===== config.mk =====
export PLATFORM = sky130hd
export DESIGN_NAME = decode_stage
export DESIGN_NICKNAME = d
export VERILOG_FILES = /design/src/rtl/rv64_pkg.sv /design/src/rtl/decoder.sv /design/src/rtl/ras.sv /design/src/rtl/decode_stage.sv
export VERILOG_INCLUDE_DIRS = /design/src /design/src/include
export SDC_FILE = /design/constraint.sdc
export NUM_CORES = 1
export LEC_CHECK = 0
export BUFFER_PORTS_ARGS = -buffer_cell sky130_fd_sc_hd__buf_2
export CAP_MARGIN = 40
export CELL_PAD_IN_SITES_DETAIL_PLACEMENT = 0
export CELL_PAD_IN_SITES_GLOBAL_PLACEMENT = 1
export CORE_ASPECT_RATIO = 1.4
export CORE_MARGIN = 8
export CORE_UTILIZATION = 51
export CTS_CLUSTER_DIAMETER = 40
export DETAILED_ROUTE_END_ITERATION = 7
export PLACE_DENSITY_LB_ADDON = 0.1
export SLEW_MARGIN = 10
export SYNTH_ARGS = -nofsm -noshare
export SYNTH_HDL_FRONTEND = slang
export SYNTH_SLANG_ARGS = --single-unit
export TNS_END_PERCENT = 1

===== constraint.sdc =====
create_clock -name clk_i -period 14.82 [get_ports clk_i]
set_clock_uncertainty 0.15 [all_clocks]
set_input_delay 0 -clock clk_i [delete_from_list [all_inputs] [get_ports clk_i]]
set_output_delay 0 -clock clk_i [all_outputs]
set_load 0.02 [all_outputs]

===== src/include/rv64_cfg.svh =====
// core-wide sizes for the decode stage
// RAS_DEPTH must be a power of two and at least 2
// link register numbers follow the standard calling convention

`ifndef RV64_CFG_SVH
`define RV64_CFG_SVH

// data and address width
`define XLEN 64

// return address stack entries
`define RAS_DEPTH 8

// registers treated as link registers for call and return detection
`define LINK_RA 5'd1
`define LINK_T0 5'd5

`endif


===== src/rtl/rv64_pkg.sv =====
// shared types of the RV64I decode stage
// widths come from rv64_cfg.svh
`default_nettype none

`include "rv64_cfg.svh"

package rv64_pkg;

	// views of one 32-bit instruction word
	typedef struct packed {
		logic [6:0] funct7;
		logic [4:0] rs2;
		logic [4:0] rs1;
		logic [2:0] funct3;
		logic [4:0] rd;
		logic [6:0] opcode;
	} instr_r_t;

	typedef struct packed {
		logic [11:0] imm12;
		logic [4:0]  rs1;
		logic [2:0]  funct3;
		logic [4:0]  rd;
		logic [6:0]  opcode;
	} instr_i_t;

	typedef struct packed {
		logic [6:0] imm_hi;
		logic [4:0] rs2;
		logic [4:0] rs1;
		logic [2:0] funct3;
		logic [4:0] imm_lo;
		logic [6:0] opcode;
	} instr_s_t;

	typedef union packed {
		instr_r_t r;
		instr_i_t i;
		instr_s_t s;
	} instr_u;

	// one value per decoded operation, grouped by instruction kind
	typedef enum logic [5:0] {
		op_lui, op_auipc, op_jal, op_jalr,
		op_beq, op_bne, op_blt, op_bge, op_bltu, op_bgeu,
		op_lb, op_lh, op_lw, op_lbu, op_lhu, op_lwu, op_ld,
		op_sb, op_sh, op_sw, op_sd,
		op_addi, op_addiw, op_slti, op_sltiu, op_xori, op_ori, op_andi,
		op_slli, op_slliw, op_srli, op_srliw, op_srai, op_sraiw,
		op_add, op_addw, op_sub, op_subw, op_sll, op_sllw, op_slt, op_sltu,
		op_xor, op_srl, op_srlw, op_sra, op_sraw, op_or, op_and,
		op_fence, op_fence_i,
		op_ecall, op_ebreak,
		op_csrrw, op_csrrs, op_csrrc, op_csrrwi, op_csrrsi, op_csrrci,
		op_none
	} op_e;

	typedef enum logic [2:0] {
		cls_intcomp,
		cls_ctltran,
		cls_lodstru,
		cls_envcall,
		cls_illegal
	} exe_class_e;

	typedef struct packed {
		logic [`XLEN-1:0] pc;
		op_e              op;
		exe_class_e       cls;
		logic [4:0]       rd;
		logic [4:0]       rs1;
		logic [4:0]       rs2;
		logic [`XLEN-1:0] imm;
		logic             is_word;
		logic             is_call;
		logic             is_return;
	} micro_op_t;

endpackage

`default_nettype wire


===== src/rtl/decoder.sv =====
// combinational RV64I decoder, one word in, one micro-op out
// no compressed, floating point, fused multiply-add or AMO support
// register fields are passed raw for every format
// unmatched words give op_none, cls_illegal and a zero immediate
`timescale 1ns/1ns
`default_nettype none

`include "rv64_cfg.svh"

module decoder (
	input  rv64_pkg::instr_u    instr_i,
	input  logic [`XLEN-1:0]    pc_i,
	output rv64_pkg::micro_op_t micro_op_o
);

	wire [6:0]  opc   = instr_i.r.opcode;
	wire [2:0]  f3    = instr_i.r.funct3;
	wire [6:0]  f7    = instr_i.r.funct7;
	wire [11:0] imm12 = instr_i.i.imm12;

	// opcode bit groups
	wire opc_xxxxx11 = (opc[1:0] == 2'b11);

	wire opc_xx000xx = (opc[4:2] == 3'b000);
	wire opc_xx001xx = (opc[4:2] == 3'b001);
	wire opc_xx011xx = (opc[4:2] == 3'b011);
	wire opc_xx100xx = (opc[4:2] == 3'b100);
	wire opc_xx101xx = (opc[4:2] == 3'b101);
	wire opc_xx110xx = (opc[4:2] == 3'b110);

	wire opc_00xxxxx = (opc[6:5] == 2'b00);
	wire opc_01xxxxx = (opc[6:5] == 2'b01);
	wire opc_11xxxxx = (opc[6:5] == 2'b11);

	// major opcode groups, the 10xxxxx row (fused multiply-add) stays unmatched
	wire grp_load     = opc_00xxxxx & opc_xx000xx & opc_xxxxx11;
	wire grp_misc_mem = opc_00xxxxx & opc_xx011xx & opc_xxxxx11;
	wire grp_op_imm   = opc_00xxxxx & opc_xx100xx & opc_xxxxx11;
	wire grp_auipc    = opc_00xxxxx & opc_xx101xx & opc_xxxxx11;
	wire grp_op_imm32 = opc_00xxxxx & opc_xx110xx & opc_xxxxx11;
	wire grp_store    = opc_01xxxxx & opc_xx000xx & opc_xxxxx11;
	wire grp_op       = opc_01xxxxx & opc_xx100xx & opc_xxxxx11;
	wire grp_lui      = opc_01xxxxx & opc_xx101xx & opc_xxxxx11;
	wire grp_op_32    = opc_01xxxxx & opc_xx110xx & opc_xxxxx11;
	wire grp_branch   = opc_11xxxxx & opc_xx000xx & opc_xxxxx11;
	wire grp_jalr     = opc_11xxxxx & opc_xx001xx & opc_xxxxx11;
	wire grp_jal      = opc_11xxxxx & opc_xx011xx & opc_xxxxx11;
	wire grp_system   = opc_11xxxxx & opc_xx100xx & opc_xxxxx11;

	wire f7_base = (f7 == 7'b0000000);
	wire f7_alt  = (f7 == 7'b0100000);

	// sign-extended immediates per format
	wire [`XLEN-1:0] imm_i = {{(`XLEN-12){imm12[11]}}, imm12};
	wire [`XLEN-1:0] imm_s = {{(`XLEN-12){instr_i.s.imm_hi[6]}},
		instr_i.s.imm_hi, instr_i.s.imm_lo};
	wire [`XLEN-1:0] imm_b = {{(`XLEN-13){instr_i.s.imm_hi[6]}}, instr_i.s.imm_hi[6],
		instr_i.s.imm_lo[0], instr_i.s.imm_hi[5:0], instr_i.s.imm_lo[4:1], 1'b0};
	wire [`XLEN-1:0] imm_u = {{(`XLEN-32){imm12[11]}}, imm12, instr_i.i.rs1,
		instr_i.i.funct3, 12'b0};
	wire [`XLEN-1:0] imm_j = {{(`XLEN-21){imm12[11]}}, imm12[11], instr_i.i.rs1,
		instr_i.i.funct3, imm12[0], imm12[10:1], 1'b0};

	rv64_pkg::op_e        op;
	rv64_pkg::exe_class_e cls;
	logic [`XLEN-1:0]     imm;
	logic                 is_word;
	logic                 rd_link;
	logic                 rs1_link;
	logic                 is_call;
	logic                 is_return;

	// operation select from group, funct3, funct7 and imm12
	always_comb begin
		op = rv64_pkg::op_none;
		if (grp_lui) begin
			op = rv64_pkg::op_lui;
		end else if (grp_auipc) begin
			op = rv64_pkg::op_auipc;
		end else if (grp_jal) begin
			op = rv64_pkg::op_jal;
		end else if (grp_jalr) begin
			if (f3 == 3'b000)
				op = rv64_pkg::op_jalr;
		end else if (grp_branch) begin
			case (f3)
				3'b000: op = rv64_pkg::op_beq;
				3'b001: op = rv64_pkg::op_bne;
				3'b100: op = rv64_pkg::op_blt;
				3'b101: op = rv64_pkg::op_bge;
				3'b110: op = rv64_pkg::op_bltu;
				3'b111: op = rv64_pkg::op_bgeu;
				default: op = rv64_pkg::op_none;
			endcase
		end else if (grp_load) begin
			case (f3)
				3'b000: op = rv64_pkg::op_lb;
				3'b001: op = rv64_pkg::op_lh;
				3'b010: op = rv64_pkg::op_lw;
				3'b011: op = rv64_pkg::op_ld;
				3'b100: op = rv64_pkg::op_lbu;
				3'b101: op = rv64_pkg::op_lhu;
				3'b110: op = rv64_pkg::op_lwu;
				default: op = rv64_pkg::op_none;
			endcase
		end else if (grp_store) begin
			case (f3)
				3'b000: op = rv64_pkg::op_sb;
				3'b001: op = rv64_pkg::op_sh;
				3'b010: op = rv64_pkg::op_sw;
				3'b011: op = rv64_pkg::op_sd;
				default: op = rv64_pkg::op_none;
			endcase
		end else if (grp_op_imm) begin
			// 64-bit shifts take a 6-bit shamt, so only funct7[6:1] is checked
			case (f3)
				3'b000: op = rv64_pkg::op_addi;
				3'b010: op = rv64_pkg::op_slti;
				3'b011: op = rv64_pkg::op_sltiu;
				3'b100: op = rv64_pkg::op_xori;
				3'b110: op = rv64_pkg::op_ori;
				3'b111: op = rv64_pkg::op_andi;
				3'b001: begin
					if (f7[6:1] == 6'b000000)
						op = rv64_pkg::op_slli;
				end
				default: begin
					if (f7[6:1] == 6'b000000)
						op = rv64_pkg::op_srli;
					else if (f7[6:1] == 6'b010000)
						op = rv64_pkg::op_srai;
				end
			endcase
		end else if (grp_op_imm32) begin
			if (f3 == 3'b000)
				op = rv64_pkg::op_addiw;
			else if (f3 == 3'b001 && f7_base)
				op = rv64_pkg::op_slliw;
			else if (f3 == 3'b101 && f7_base)
				op = rv64_pkg::op_srliw;
			else if (f3 == 3'b101 && f7_alt)
				op = rv64_pkg::op_sraiw;
		end else if (grp_op) begin
			if (f7_base) begin
				case (f3)
					3'b000: op = rv64_pkg::op_add;
					3'b001: op = rv64_pkg::op_sll;
					3'b010: op = rv64_pkg::op_slt;
					3'b011: op = rv64_pkg::op_sltu;
					3'b100: op = rv64_pkg::op_xor;
					3'b101: op = rv64_pkg::op_srl;
					3'b110: op = rv64_pkg::op_or;
					default: op = rv64_pkg::op_and;
				endcase
			end else if (f7_alt && f3 == 3'b000) begin
				op = rv64_pkg::op_sub;
			end else if (f7_alt && f3 == 3'b101) begin
				op = rv64_pkg::op_sra;
			end
		end else if (grp_op_32) begin
			if (f7_base && f3 == 3'b000)
				op = rv64_pkg::op_addw;
			else if (f7_alt && f3 == 3'b000)
				op = rv64_pkg::op_subw;
			else if (f7_base && f3 == 3'b001)
				op = rv64_pkg::op_sllw;
			else if (f7_base && f3 == 3'b101)
				op = rv64_pkg::op_srlw;
			else if (f7_alt && f3 == 3'b101)
				op = rv64_pkg::op_sraw;
		end else if (grp_misc_mem) begin
			if (f3 == 3'b000)
				op = rv64_pkg::op_fence;
			else if (f3 == 3'b001)
				op = rv64_pkg::op_fence_i;
		end else if (grp_system) begin
			case (f3)
				3'b000: begin
					if (imm12 == 12'h000)
						op = rv64_pkg::op_ecall;
					else if (imm12 == 12'h001)
						op = rv64_pkg::op_ebreak;
				end
				3'b001: op = rv64_pkg::op_csrrw;
				3'b010: op = rv64_pkg::op_csrrs;
				3'b011: op = rv64_pkg::op_csrrc;
				3'b101: op = rv64_pkg::op_csrrwi;
				3'b110: op = rv64_pkg::op_csrrsi;
				3'b111: op = rv64_pkg::op_csrrci;
				default: op = rv64_pkg::op_none;
			endcase
		end
	end

	// class, immediate format and word flag follow from the operation
	always_comb begin
		cls = rv64_pkg::cls_intcomp;
		imm = '0;
		is_word = 1'b0;
		case (op)
			rv64_pkg::op_lui, rv64_pkg::op_auipc: imm = imm_u;
			rv64_pkg::op_jal: begin
				cls = rv64_pkg::cls_ctltran;
				imm = imm_j;
			end
			rv64_pkg::op_jalr: begin
				cls = rv64_pkg::cls_ctltran;
				imm = imm_i;
			end
			rv64_pkg::op_beq, rv64_pkg::op_bne, rv64_pkg::op_blt,
			rv64_pkg::op_bge, rv64_pkg::op_bltu, rv64_pkg::op_bgeu: begin
				cls = rv64_pkg::cls_ctltran;
				imm = imm_b;
			end
			rv64_pkg::op_lb, rv64_pkg::op_lh, rv64_pkg::op_lw, rv64_pkg::op_ld,
			rv64_pkg::op_lbu, rv64_pkg::op_lhu, rv64_pkg::op_lwu: begin
				cls = rv64_pkg::cls_lodstru;
				imm = imm_i;
			end
			rv64_pkg::op_sb, rv64_pkg::op_sh, rv64_pkg::op_sw, rv64_pkg::op_sd: begin
				cls = rv64_pkg::cls_lodstru;
				imm = imm_s;
			end
			rv64_pkg::op_addi, rv64_pkg::op_slti, rv64_pkg::op_sltiu, rv64_pkg::op_xori,
			rv64_pkg::op_ori, rv64_pkg::op_andi, rv64_pkg::op_slli, rv64_pkg::op_srli,
			rv64_pkg::op_srai: imm = imm_i;
			rv64_pkg::op_addiw, rv64_pkg::op_slliw, rv64_pkg::op_srliw,
			rv64_pkg::op_sraiw: begin
				imm = imm_i;
				is_word = 1'b1;
			end
			rv64_pkg::op_addw, rv64_pkg::op_subw, rv64_pkg::op_sllw,
			rv64_pkg::op_srlw, rv64_pkg::op_sraw: is_word = 1'b1;
			rv64_pkg::op_fence, rv64_pkg::op_fence_i, rv64_pkg::op_ecall,
			rv64_pkg::op_ebreak, rv64_pkg::op_csrrw, rv64_pkg::op_csrrs,
			rv64_pkg::op_csrrc, rv64_pkg::op_csrrwi, rv64_pkg::op_csrrsi,
			rv64_pkg::op_csrrci: cls = rv64_pkg::cls_envcall;
			rv64_pkg::op_none: cls = rv64_pkg::cls_illegal;
			// remaining register-register ops
			default: cls = rv64_pkg::cls_intcomp;
		endcase
	end

	// call and return hints for the return address stack
	assign rd_link   = (instr_i.r.rd == `LINK_RA) || (instr_i.r.rd == `LINK_T0);
	assign rs1_link  = (instr_i.r.rs1 == `LINK_RA) || (instr_i.r.rs1 == `LINK_T0);
	assign is_call   = (op == rv64_pkg::op_jal || op == rv64_pkg::op_jalr) && rd_link;
	assign is_return = (op == rv64_pkg::op_jalr) && rs1_link && !rd_link;

	assign micro_op_o = '{
		pc:        pc_i,
		op:        op,
		cls:       cls,
		rd:        instr_i.r.rd,
		rs1:       instr_i.r.rs1,
		rs2:       instr_i.r.rs2,
		imm:       imm,
		is_word:   is_word,
		is_call:   is_call,
		is_return: is_return
	};

endmodule

`default_nettype wire


===== src/rtl/ras.sv =====
// circular return address stack
// a push to a full stack overwrites the oldest entry
// pop on empty is ignored; push and pop must not be high together
`timescale 1ns/1ns
`default_nettype none

`include "rv64_cfg.svh"

module ras (
	input  logic             clk_i,
	input  logic             rst_i,
	input  logic             push_i,
	input  logic             pop_i,
	input  logic [`XLEN-1:0] push_addr_i,
	output logic [`XLEN-1:0] top_o,
	output logic             empty_o
);

	localparam int PTR_W = $clog2(`RAS_DEPTH);
	localparam int CNT_W = $clog2(`RAS_DEPTH + 1);

	logic [`XLEN-1:0] stack_mem [`RAS_DEPTH];
	logic [PTR_W-1:0] top_ptr;
	logic [PTR_W-1:0] next_ptr;
	logic [CNT_W-1:0] count;

	// pointer wraps since the depth is a power of two
	assign next_ptr = top_ptr + PTR_W'(1);

	assign top_o   = stack_mem[top_ptr];
	assign empty_o = (count == '0);

	always_ff @(posedge clk_i) begin
		if (rst_i) begin
			top_ptr <= '0;
			count   <= '0;
		end else if (push_i) begin
			top_ptr <= next_ptr;
			// count saturates, older entries are lost silently
			if (count != CNT_W'(`RAS_DEPTH))
				count <= count + CNT_W'(1);
		end else if (pop_i && !empty_o) begin
			top_ptr <= top_ptr - PTR_W'(1);
			count   <= count - CNT_W'(1);
		end
	end

	always_ff @(posedge clk_i) begin
		if (push_i)
			stack_mem[next_ptr] <= push_addr_i;
	end

endmodule

`default_nettype wire


===== src/rtl/decode_stage.sv =====
// two-register RV64I decode stage with return target prediction
// latency is exactly two cycles, one result per cycle
// no stall or back-pressure, each output holds for one cycle only
`timescale 1ns/1ns
`default_nettype none

`include "rv64_cfg.svh"

module decode_stage (
	input  logic                clk_i,
	input  logic                rst_i,
	input  logic                instr_valid_i,
	input  logic [31:0]         instr_i,
	input  logic [`XLEN-1:0]    pc_i,
	output logic                op_valid_o,
	output rv64_pkg::micro_op_t op_o,
	output logic                pred_valid_o,
	output logic [`XLEN-1:0]    pred_target_o
);

	// input register
	logic             in_valid_q;
	rv64_pkg::instr_u in_instr_q;
	logic [`XLEN-1:0] in_pc_q;

	rv64_pkg::micro_op_t dec_uop;

	logic             ras_push;
	logic             ras_pop;
	logic [`XLEN-1:0] ras_top;
	logic             ras_empty;

	// output register
	logic                out_valid_q;
	rv64_pkg::micro_op_t op_q;
	logic                pred_valid_q;
	logic [`XLEN-1:0]    pred_target_q;

	decoder decoder0 (
		.instr_i    (in_instr_q),
		.pc_i       (in_pc_q),
		.micro_op_o (dec_uop)
	);

	// stack update happens in the decode cycle
	assign ras_push = in_valid_q && dec_uop.is_call;
	assign ras_pop  = in_valid_q && dec_uop.is_return;

	ras ras0 (
		.clk_i       (clk_i),
		.rst_i       (rst_i),
		.push_i      (ras_push),
		.pop_i       (ras_pop),
		.push_addr_i (dec_uop.pc + `XLEN'(4)),
		.top_o       (ras_top),
		.empty_o     (ras_empty)
	);

	always_ff @(posedge clk_i) begin
		if (rst_i) begin
			in_valid_q   <= 1'b0;
			out_valid_q  <= 1'b0;
			pred_valid_q <= 1'b0;
		end else begin
			in_valid_q   <= instr_valid_i;
			out_valid_q  <= in_valid_q;
			// top is read before this cycle's pop takes effect
			pred_valid_q <= ras_pop && !ras_empty;
		end
	end

	always_ff @(posedge clk_i) begin
		if (instr_valid_i) begin
			in_instr_q <= instr_i;
			in_pc_q    <= pc_i;
		end
		if (in_valid_q) begin
			op_q          <= dec_uop;
			pred_target_q <= ras_top;
		end
	end

	assign op_valid_o    = out_valid_q;
	assign op_o          = op_q;
	assign pred_valid_o  = pred_valid_q;
	assign pred_target_o = pred_target_q;

endmodule

`default_nettype wire


### Word-level counts from Yosys, hierarchy flattened

Memory sizes are Yosys's and may differ from the RTL's. A register that Yosys moved wholly into a read port is not among the register bits.
Index checks and enable logic that the tools add are counted.

| storage, ports and cells | value |
|---|---|
| logic and storage cells | 205 |
| output and inout bits | 221 |
| memories kept | 1 |
| input bits | 99 |
| bits in registers | 261 |
| bits in writable memories | 512 |

| cells by class | value |
|---|---|
| bitwise logic cells | 26 |
| add/sub/neg operators | 5 |
| eq/ne operators | 73 |
| reductions and logical operators | 34 |
| multiplexer cells | 49 |

Memories:

| name | words | bits a word | read ports | clocked after memory_dff | wr ports | line | text |
|---|---|---|---|---|---|---|---|
| ras0.stack_mem | 8 | 64 | 1 | 1 | 1 | ras.sv:22 | `` logic [`XLEN-1:0] stack_mem [`RAS_DEPTH]; `` |

Operators with widths:

| operator | count |
|---|---|
| case mux 64 bit (5 select lines) | 1 |
| 2-to-1 mux 6 bit | 27 |
| case mux 6 bit (7 select lines) | 3 |
| equality test 6 bit, second input constant | 18 |
| equality test 6 x 5 -> 1 bit, second input constant | 17 |
| adder 64 x 3 -> 64 bit, second input constant | 1 |
| equality test 6 x 4 -> 1 bit, second input constant | 8 |
| case mux 6 bit (6 select lines) | 1 |
| case mux 5 bit (7 select lines) | 1 |
| AND 1 bit | 26 |
| equality test 6 x 3 -> 1 bit, second input constant | 4 |
| case mux 6 bit (4 select lines) | 1 |
| equality test 3 bit, second input constant | 7 |
| OR reduction 21 bit | 1 |
| 2-to-1 mux 4 bit | 5 |
| 2-to-1 mux 5 bit | 4 |
| equality test 12 x 1 -> 1 bit, second input constant | 1 |
| equality test 6 x 2 -> 1 bit, second input constant | 2 |
| logical NOT 12 bit | 1 |
| logical NOT 6 bit | 2 |
| case mux 3 bit (4 select lines) | 1 |
| logical AND 1 bit | 11 |
| OR reduction 11 bit | 1 |
| equality test 5 x 1 -> 1 bit, second input constant | 2 |
| 29 further kinds | 41 |

### Depth between registers and ports, before layout

| depth | value |
|---|---|
| depth after elaboration | 25 |
| depth in mapped cells | 15 |
| depth with buffers taken out | 13 |

### Hierarchy

From an unflattened synthesis, not the netlist that was laid out.

| second synthesis, totals | value |
|---|---|
| cell total of the unflattened synthesis | 1821 |
| area, all modules | 34207.8 µm² |

Modules (own cells, without submodules):

| module | sequential area each (µm²) | instances | area an instance (µm²) | cells an instance |
|---|---|---|---|---|
| ras | 15574.9 | 1 | 19789.0 | 808 |
| decode_stage | 9519.1 | 1 | 10968.0 | 529 |
| decoder | 0.0 | 1 | 3450.8 | 484 |

### Worst setup path after synthesis

Ideal clock, no wire load.

| timing path | value |
|---|---|
| kind | flip-flop to flip-flop |
| start point | register in_valid_q |
| end point | memory ras0.stack_mem[1][0] in the netlist's numbering (enable) |
| slack | 2546 ps |
| path buffers | 1 |
| arrival time | 11480 ps |
| required time | 14026 ps |
| cell stages (with the launch flop) | 5 |
| library setup time | 644 ps |
| clock period less this slack | 12274 ps |
| path through | dfxtp_1 > and2_1 > clkbuf_1 > clkinv_1 > nor4_1 |

| on the way | value |
|---|---|
| cells in the longest elaborated chain, start to end | 3 |

RTL lines:

| item | line | text |
|---|---|---|
| start, declared | decode_stage.sv:22 | `logic in_valid_q;` |
| start signal, assigned | decode_stage.sv:65 | `in_valid_q <= instr_valid_i;` |
| logical AND 1 bit | decode_stage.sv:46 | `assign ras_push = in_valid_q && dec_uop.is_call;` |
| 2-to-1 mux 1 bit | ras.sv:49 | `if (push_i)` |
| 2-to-1 mux 1 bit (not written as such) | ras.sv:50 | `stack_mem[next_ptr] <= push_addr_i;` |
| end, declared | ras.sv:22 |  |

No other way between the ends.

### Worst setup path in the final report

| timing path | value |
|---|---|
| start point | register in_pc_q[2] |
| end point | memory ras0.stack_mem[7][60] in the netlist's numbering (data pin) |

| on the way | value |
|---|---|
| cells in the longest elaborated chain, start to end | 1 |

RTL lines:

| item | line | text |
|---|---|---|
| start, declared | decode_stage.sv:24 | `` logic [`XLEN-1:0] in_pc_q; `` |
| start signal, assigned | decode_stage.sv:75 | `in_pc_q <= pc_i;` |
| adder 64 x 3 -> 64 bit | decode_stage.sv:54 | `` .push_addr_i (dec_uop.pc + `XLEN'(4)), `` |
| via ras0.push_addr_i[60] | ras.sv:14 | `` input logic [`XLEN-1:0] push_addr_i, `` |

The timed path passes the listed nets, and every way through them passes these cells.

==> metrics <==
Worst VDD drop=0.101 mV; clk slew on worst S/H paths=0.06 ns; layout cells sized above 1=32.4%; max-cap violation count=0; syn avg cell area=19.8 um^2; chip width=225 um; global-route wire length before repair=113 mm; Final period util=30.9%; met2 wire len=40.1 mm; Crit-path slowest cell=or3_1; worst reg2reg path startpoint=in_pc_q[2]; CP Cell Sequence=ha_1 > nand2_1 > nor4_1 > buf_4 > nand4_1 > or3_1 > nor3_1 > nand4_1 > nor2_1 > xor2_1; post-synthesis sequential area ratio=between 70 and 80%; H-tree Lvls=3; Total Wirelength=75.9 mm; PortBufs=319; length of routed met3 wiring=3.88 mm; number of detailed-route iterations in the first pass=5; RSZ-0062 raised after global routing=no; total track usage=21.7%; root buf cell=clkbuf_16; number of remaining DRC errors=0; hold crit path type=input pin to register; number of synthesized flops with an enable pin=approximately 800; CTS sink cnt=~810; largest net degree at the start of global routing=63; CORE AREA=60800 um^2; total power=0.00510 W; Cell Rows=between 100 and 150; Area growth, synth to finish=24.2%; #FFs+latches synth=805; Die Area=69700 um^2; CP Capture Point=ras0.stack_mem[7][60]; status=finished clean; DP HPWL=47.1 mm; # Post-CTS Setup Buffers=0; crit end category=register; initial antenna violation count=0; f_max=around 220 MHz; cell taking the most area after synthesis=edfxtp_1; Initial DRC Count=1290; GP Congestion=0.913; cts hold-fix bufs=194; Slew HR=38.6%; CP Data Required Time=15.03 ns; FF-to-FF path depth=10; Slew Viols, Final=0; cell count along the critical path=10; Ports=320; top cells by area, synth=edfxtp_1 76%, mux4_2 9.2%, mux2_2 2.3%; Post-CTS Resized=0; Gate Count Post-Synth=1583; cell mode on critical path=nand4_1; Bufs on Longest Clock Path=3; crit path from=in_pc_q[2]; Buffers & Inverters on Critical Path=1; Distinct cells, synth=between 70 and 80; die height=309 um; routed len/inst=~25 um; cts bufs inserted=91; Antenna Violating Nets Remaining=0; PwrDens=between 100 and 150 nW/um^2; yosys warns=0; CP arrival=4.79 ns; Worst Tran Pin Value=0.912 ns; vias in the first global route=roughly 18000; Ant. Diodes=0; critical path startpoint category=register; top cell type's share of synthesized area=76.2%; DR vias=16951; most common flop cell mapped by yosys=edfxtp_1; delay-heaviest family, CP=simple AND/OR/NAND/NOR gates; CTS tree=yes; Final #Nets=2240; share of async-settable or async-resettable flops after synthesis=0%; initial cell density of the core=between 50% and 60%; min Tclk post-route=4.58 ns; via count normalized by instance count=5.60; worst-path fanout max=8; mapped cell area=31300 um^2; setup TNS=0 ns; Worst-Skew Late Latency=0.64 ns; Final Hold Violating Endpoints=0; reg2reg setup slack=10.24 ns; syn nets=between 1500 and 2000; leakage power=13.2 nW; critical path type=register to register; reg-to-reg critical path endpoint=ras0.stack_mem[7][60]; fillcell total=4282; final setup vio count=0; Met1 Wirelength=30.3 mm; GRT overflow=0; highest routed layer=met4; max incr delay on CP=between 0.5 and 0.6 ns
## sequential cells by signal, indices dropped and copies added, names as in the netlist
| name | count |
|---|---|
| in_valid_q | 1 |
| ras0.count | 4 |
| op_valid_o | 1 |
| ras0.stack_mem | 512 |
| pred_valid_o | 1 |
| ras0.top_ptr | 3 |
| pred_target_o | 64 |
| in_instr_q | 32 |
| in_pc_q | 64 |
| op_o | 123 |
## layout make-up
class	count	area [um^2]	area share (%)
Clock buffer	112	2370	6.08
Clock inverter	57	658	1.69
Inverter	17	63.8	0.164
Multi-Input combinational cell	668	6760	17.4
Sequential cell	805	24100	61.9
Tap cell	817	1020	2.63
Timing Repair Buffer	552	3970	10.2
## placed cells by master, fill, tap and decap left out, types with 7 or more instances in the layout
master and n:
edfxtp_1 795, buf_2 320, dlygate4sd3_1 194, mux4_2 128, clkbuf_16 91, nand2_1 66
mux2_2 64, xnor2_1 52, nor2_1 52, nand3_1 36, buf_4 30, xor2_1 21
a21o_1 21, clkbuf_1 20, nand4_1 19, inv_6 16, inv_1 15, nor3_1 13
a21oi_1 13, o21ai_0 12, nor2b_1 11, clkinv_1 11, and3_1 10, nor4_1 9
a31oi_1 9, bufinv_16 9, nand2b_1 8, nor3_2 8, clkinv_2 8, and4_1 7
o211ai_1 7, o21a_1 7, a22o_1 7
## worst min path at each step
stage,start,endpoint,slack [ns],depth (start not counted)
2_1_floorplan,instr_i[0],in_instr_q[0],-0.05,0
3_3_place_gp,pc_i[16],in_pc_q[16],0.03,1
3_5_place_dp,instr_i[28],in_instr_q[28],0.03,1
4_1_cts,rst_i,ras0.top_ptr[2],0.06,3
5_1_grt,rst_i,ras0.top_ptr[2],0.11,3
6_report,rst_i,ras0.top_ptr[1],0.11,3
## where the power goes
part	switching [W]	internal (W)	leakage (nW)
combinational	0.000152	0.0000918	4.35
clock	0.000918	0.00132	1.46
sequential	0.0000494	0.00257	7.34
total	0.00112	0.00398	13.2
## synthesized netlist by cell type (7+ instances only)
| library cell | instances |
|---|---|
| a31oi_1 | 9 |
| nand2_1 | 66 |
| o211ai_1 | 7 |
| a21oi_1 | 13 |
| o21a_1 | 7 |
| nand2b_1 | 8 |
| buf_2 | 11 |
| edfxtp_1 | 795 |
| a21o_1 | 21 |
| inv_1 | 15 |
| clkbuf_1 | 34 |
| o21ai_0 | 12 |
| buf_1 | 16 |
| mux4_2 | 128 |
| nor4_1 | 11 |
| and4_1 | 7 |
| dfxtp_1 | 10 |
| nand4_1 | 19 |
| nand3_1 | 36 |
| and3_1 | 10 |
| xor2_1 | 21 |
| nor2_1 | 54 |
| nor3_1 | 17 |
| xnor2_1 | 52 |
| mux2_2 | 64 |
| a22o_1 | 7 |
| buf_4 | 32 |
| nor2b_1 | 11 |
## metal layers
metal / global-route usage [%] / vias to the layer above
met5: 0 / -
met4: 6.25 / 0
met3: 3.82 / 109
met2: 38.6 / 499
met1: 27.1 / 8812
li1: - / 7531
## kinds of logic after synthesis
| group | synth area share [%] |
|---|---|
| XOR/XNOR | 2.04 |
| buffers and inverters | 1.75 |
| AND/OR/NAND/NOR | 4.57 |
| AO/OA/AOI/OAI | 3.01 |
| adder cells (fa/ha/maj) | 0.264 |
| flip-flops | 76.8 |
| multiplexers | 11.5 |
## metrics by stage
stage | setup WS, ns | instances | cell area (um^2) | hold WS [ns] | util (%)
final | 10.24 | 3028 | 38900 | 0.114 | 64.0
after global routing | 9.94 | 3028 | 38900 | 0.115 | 64.0
after CTS | 10.14 | 3028 | 38900 | 0.0618 | 64.0
after detailed placement | 10.19 | 2665 | 34000 | 0.0281 | 55.9
after global placement | 9.83 | 2654 | 33700 | 0.0268 | 55.5
after floorplan | 2.55 | 1583 | 31300 | -0.0511 | -
## tightest hold or removal path: cells and delay by family
kind | cells | cell delay, ns
buffers and inverters | 2 | 0.79
AO/OA/AOI/OAI | 1 | 0.06
Note: power is estimated with default switching activity, not from simulation.
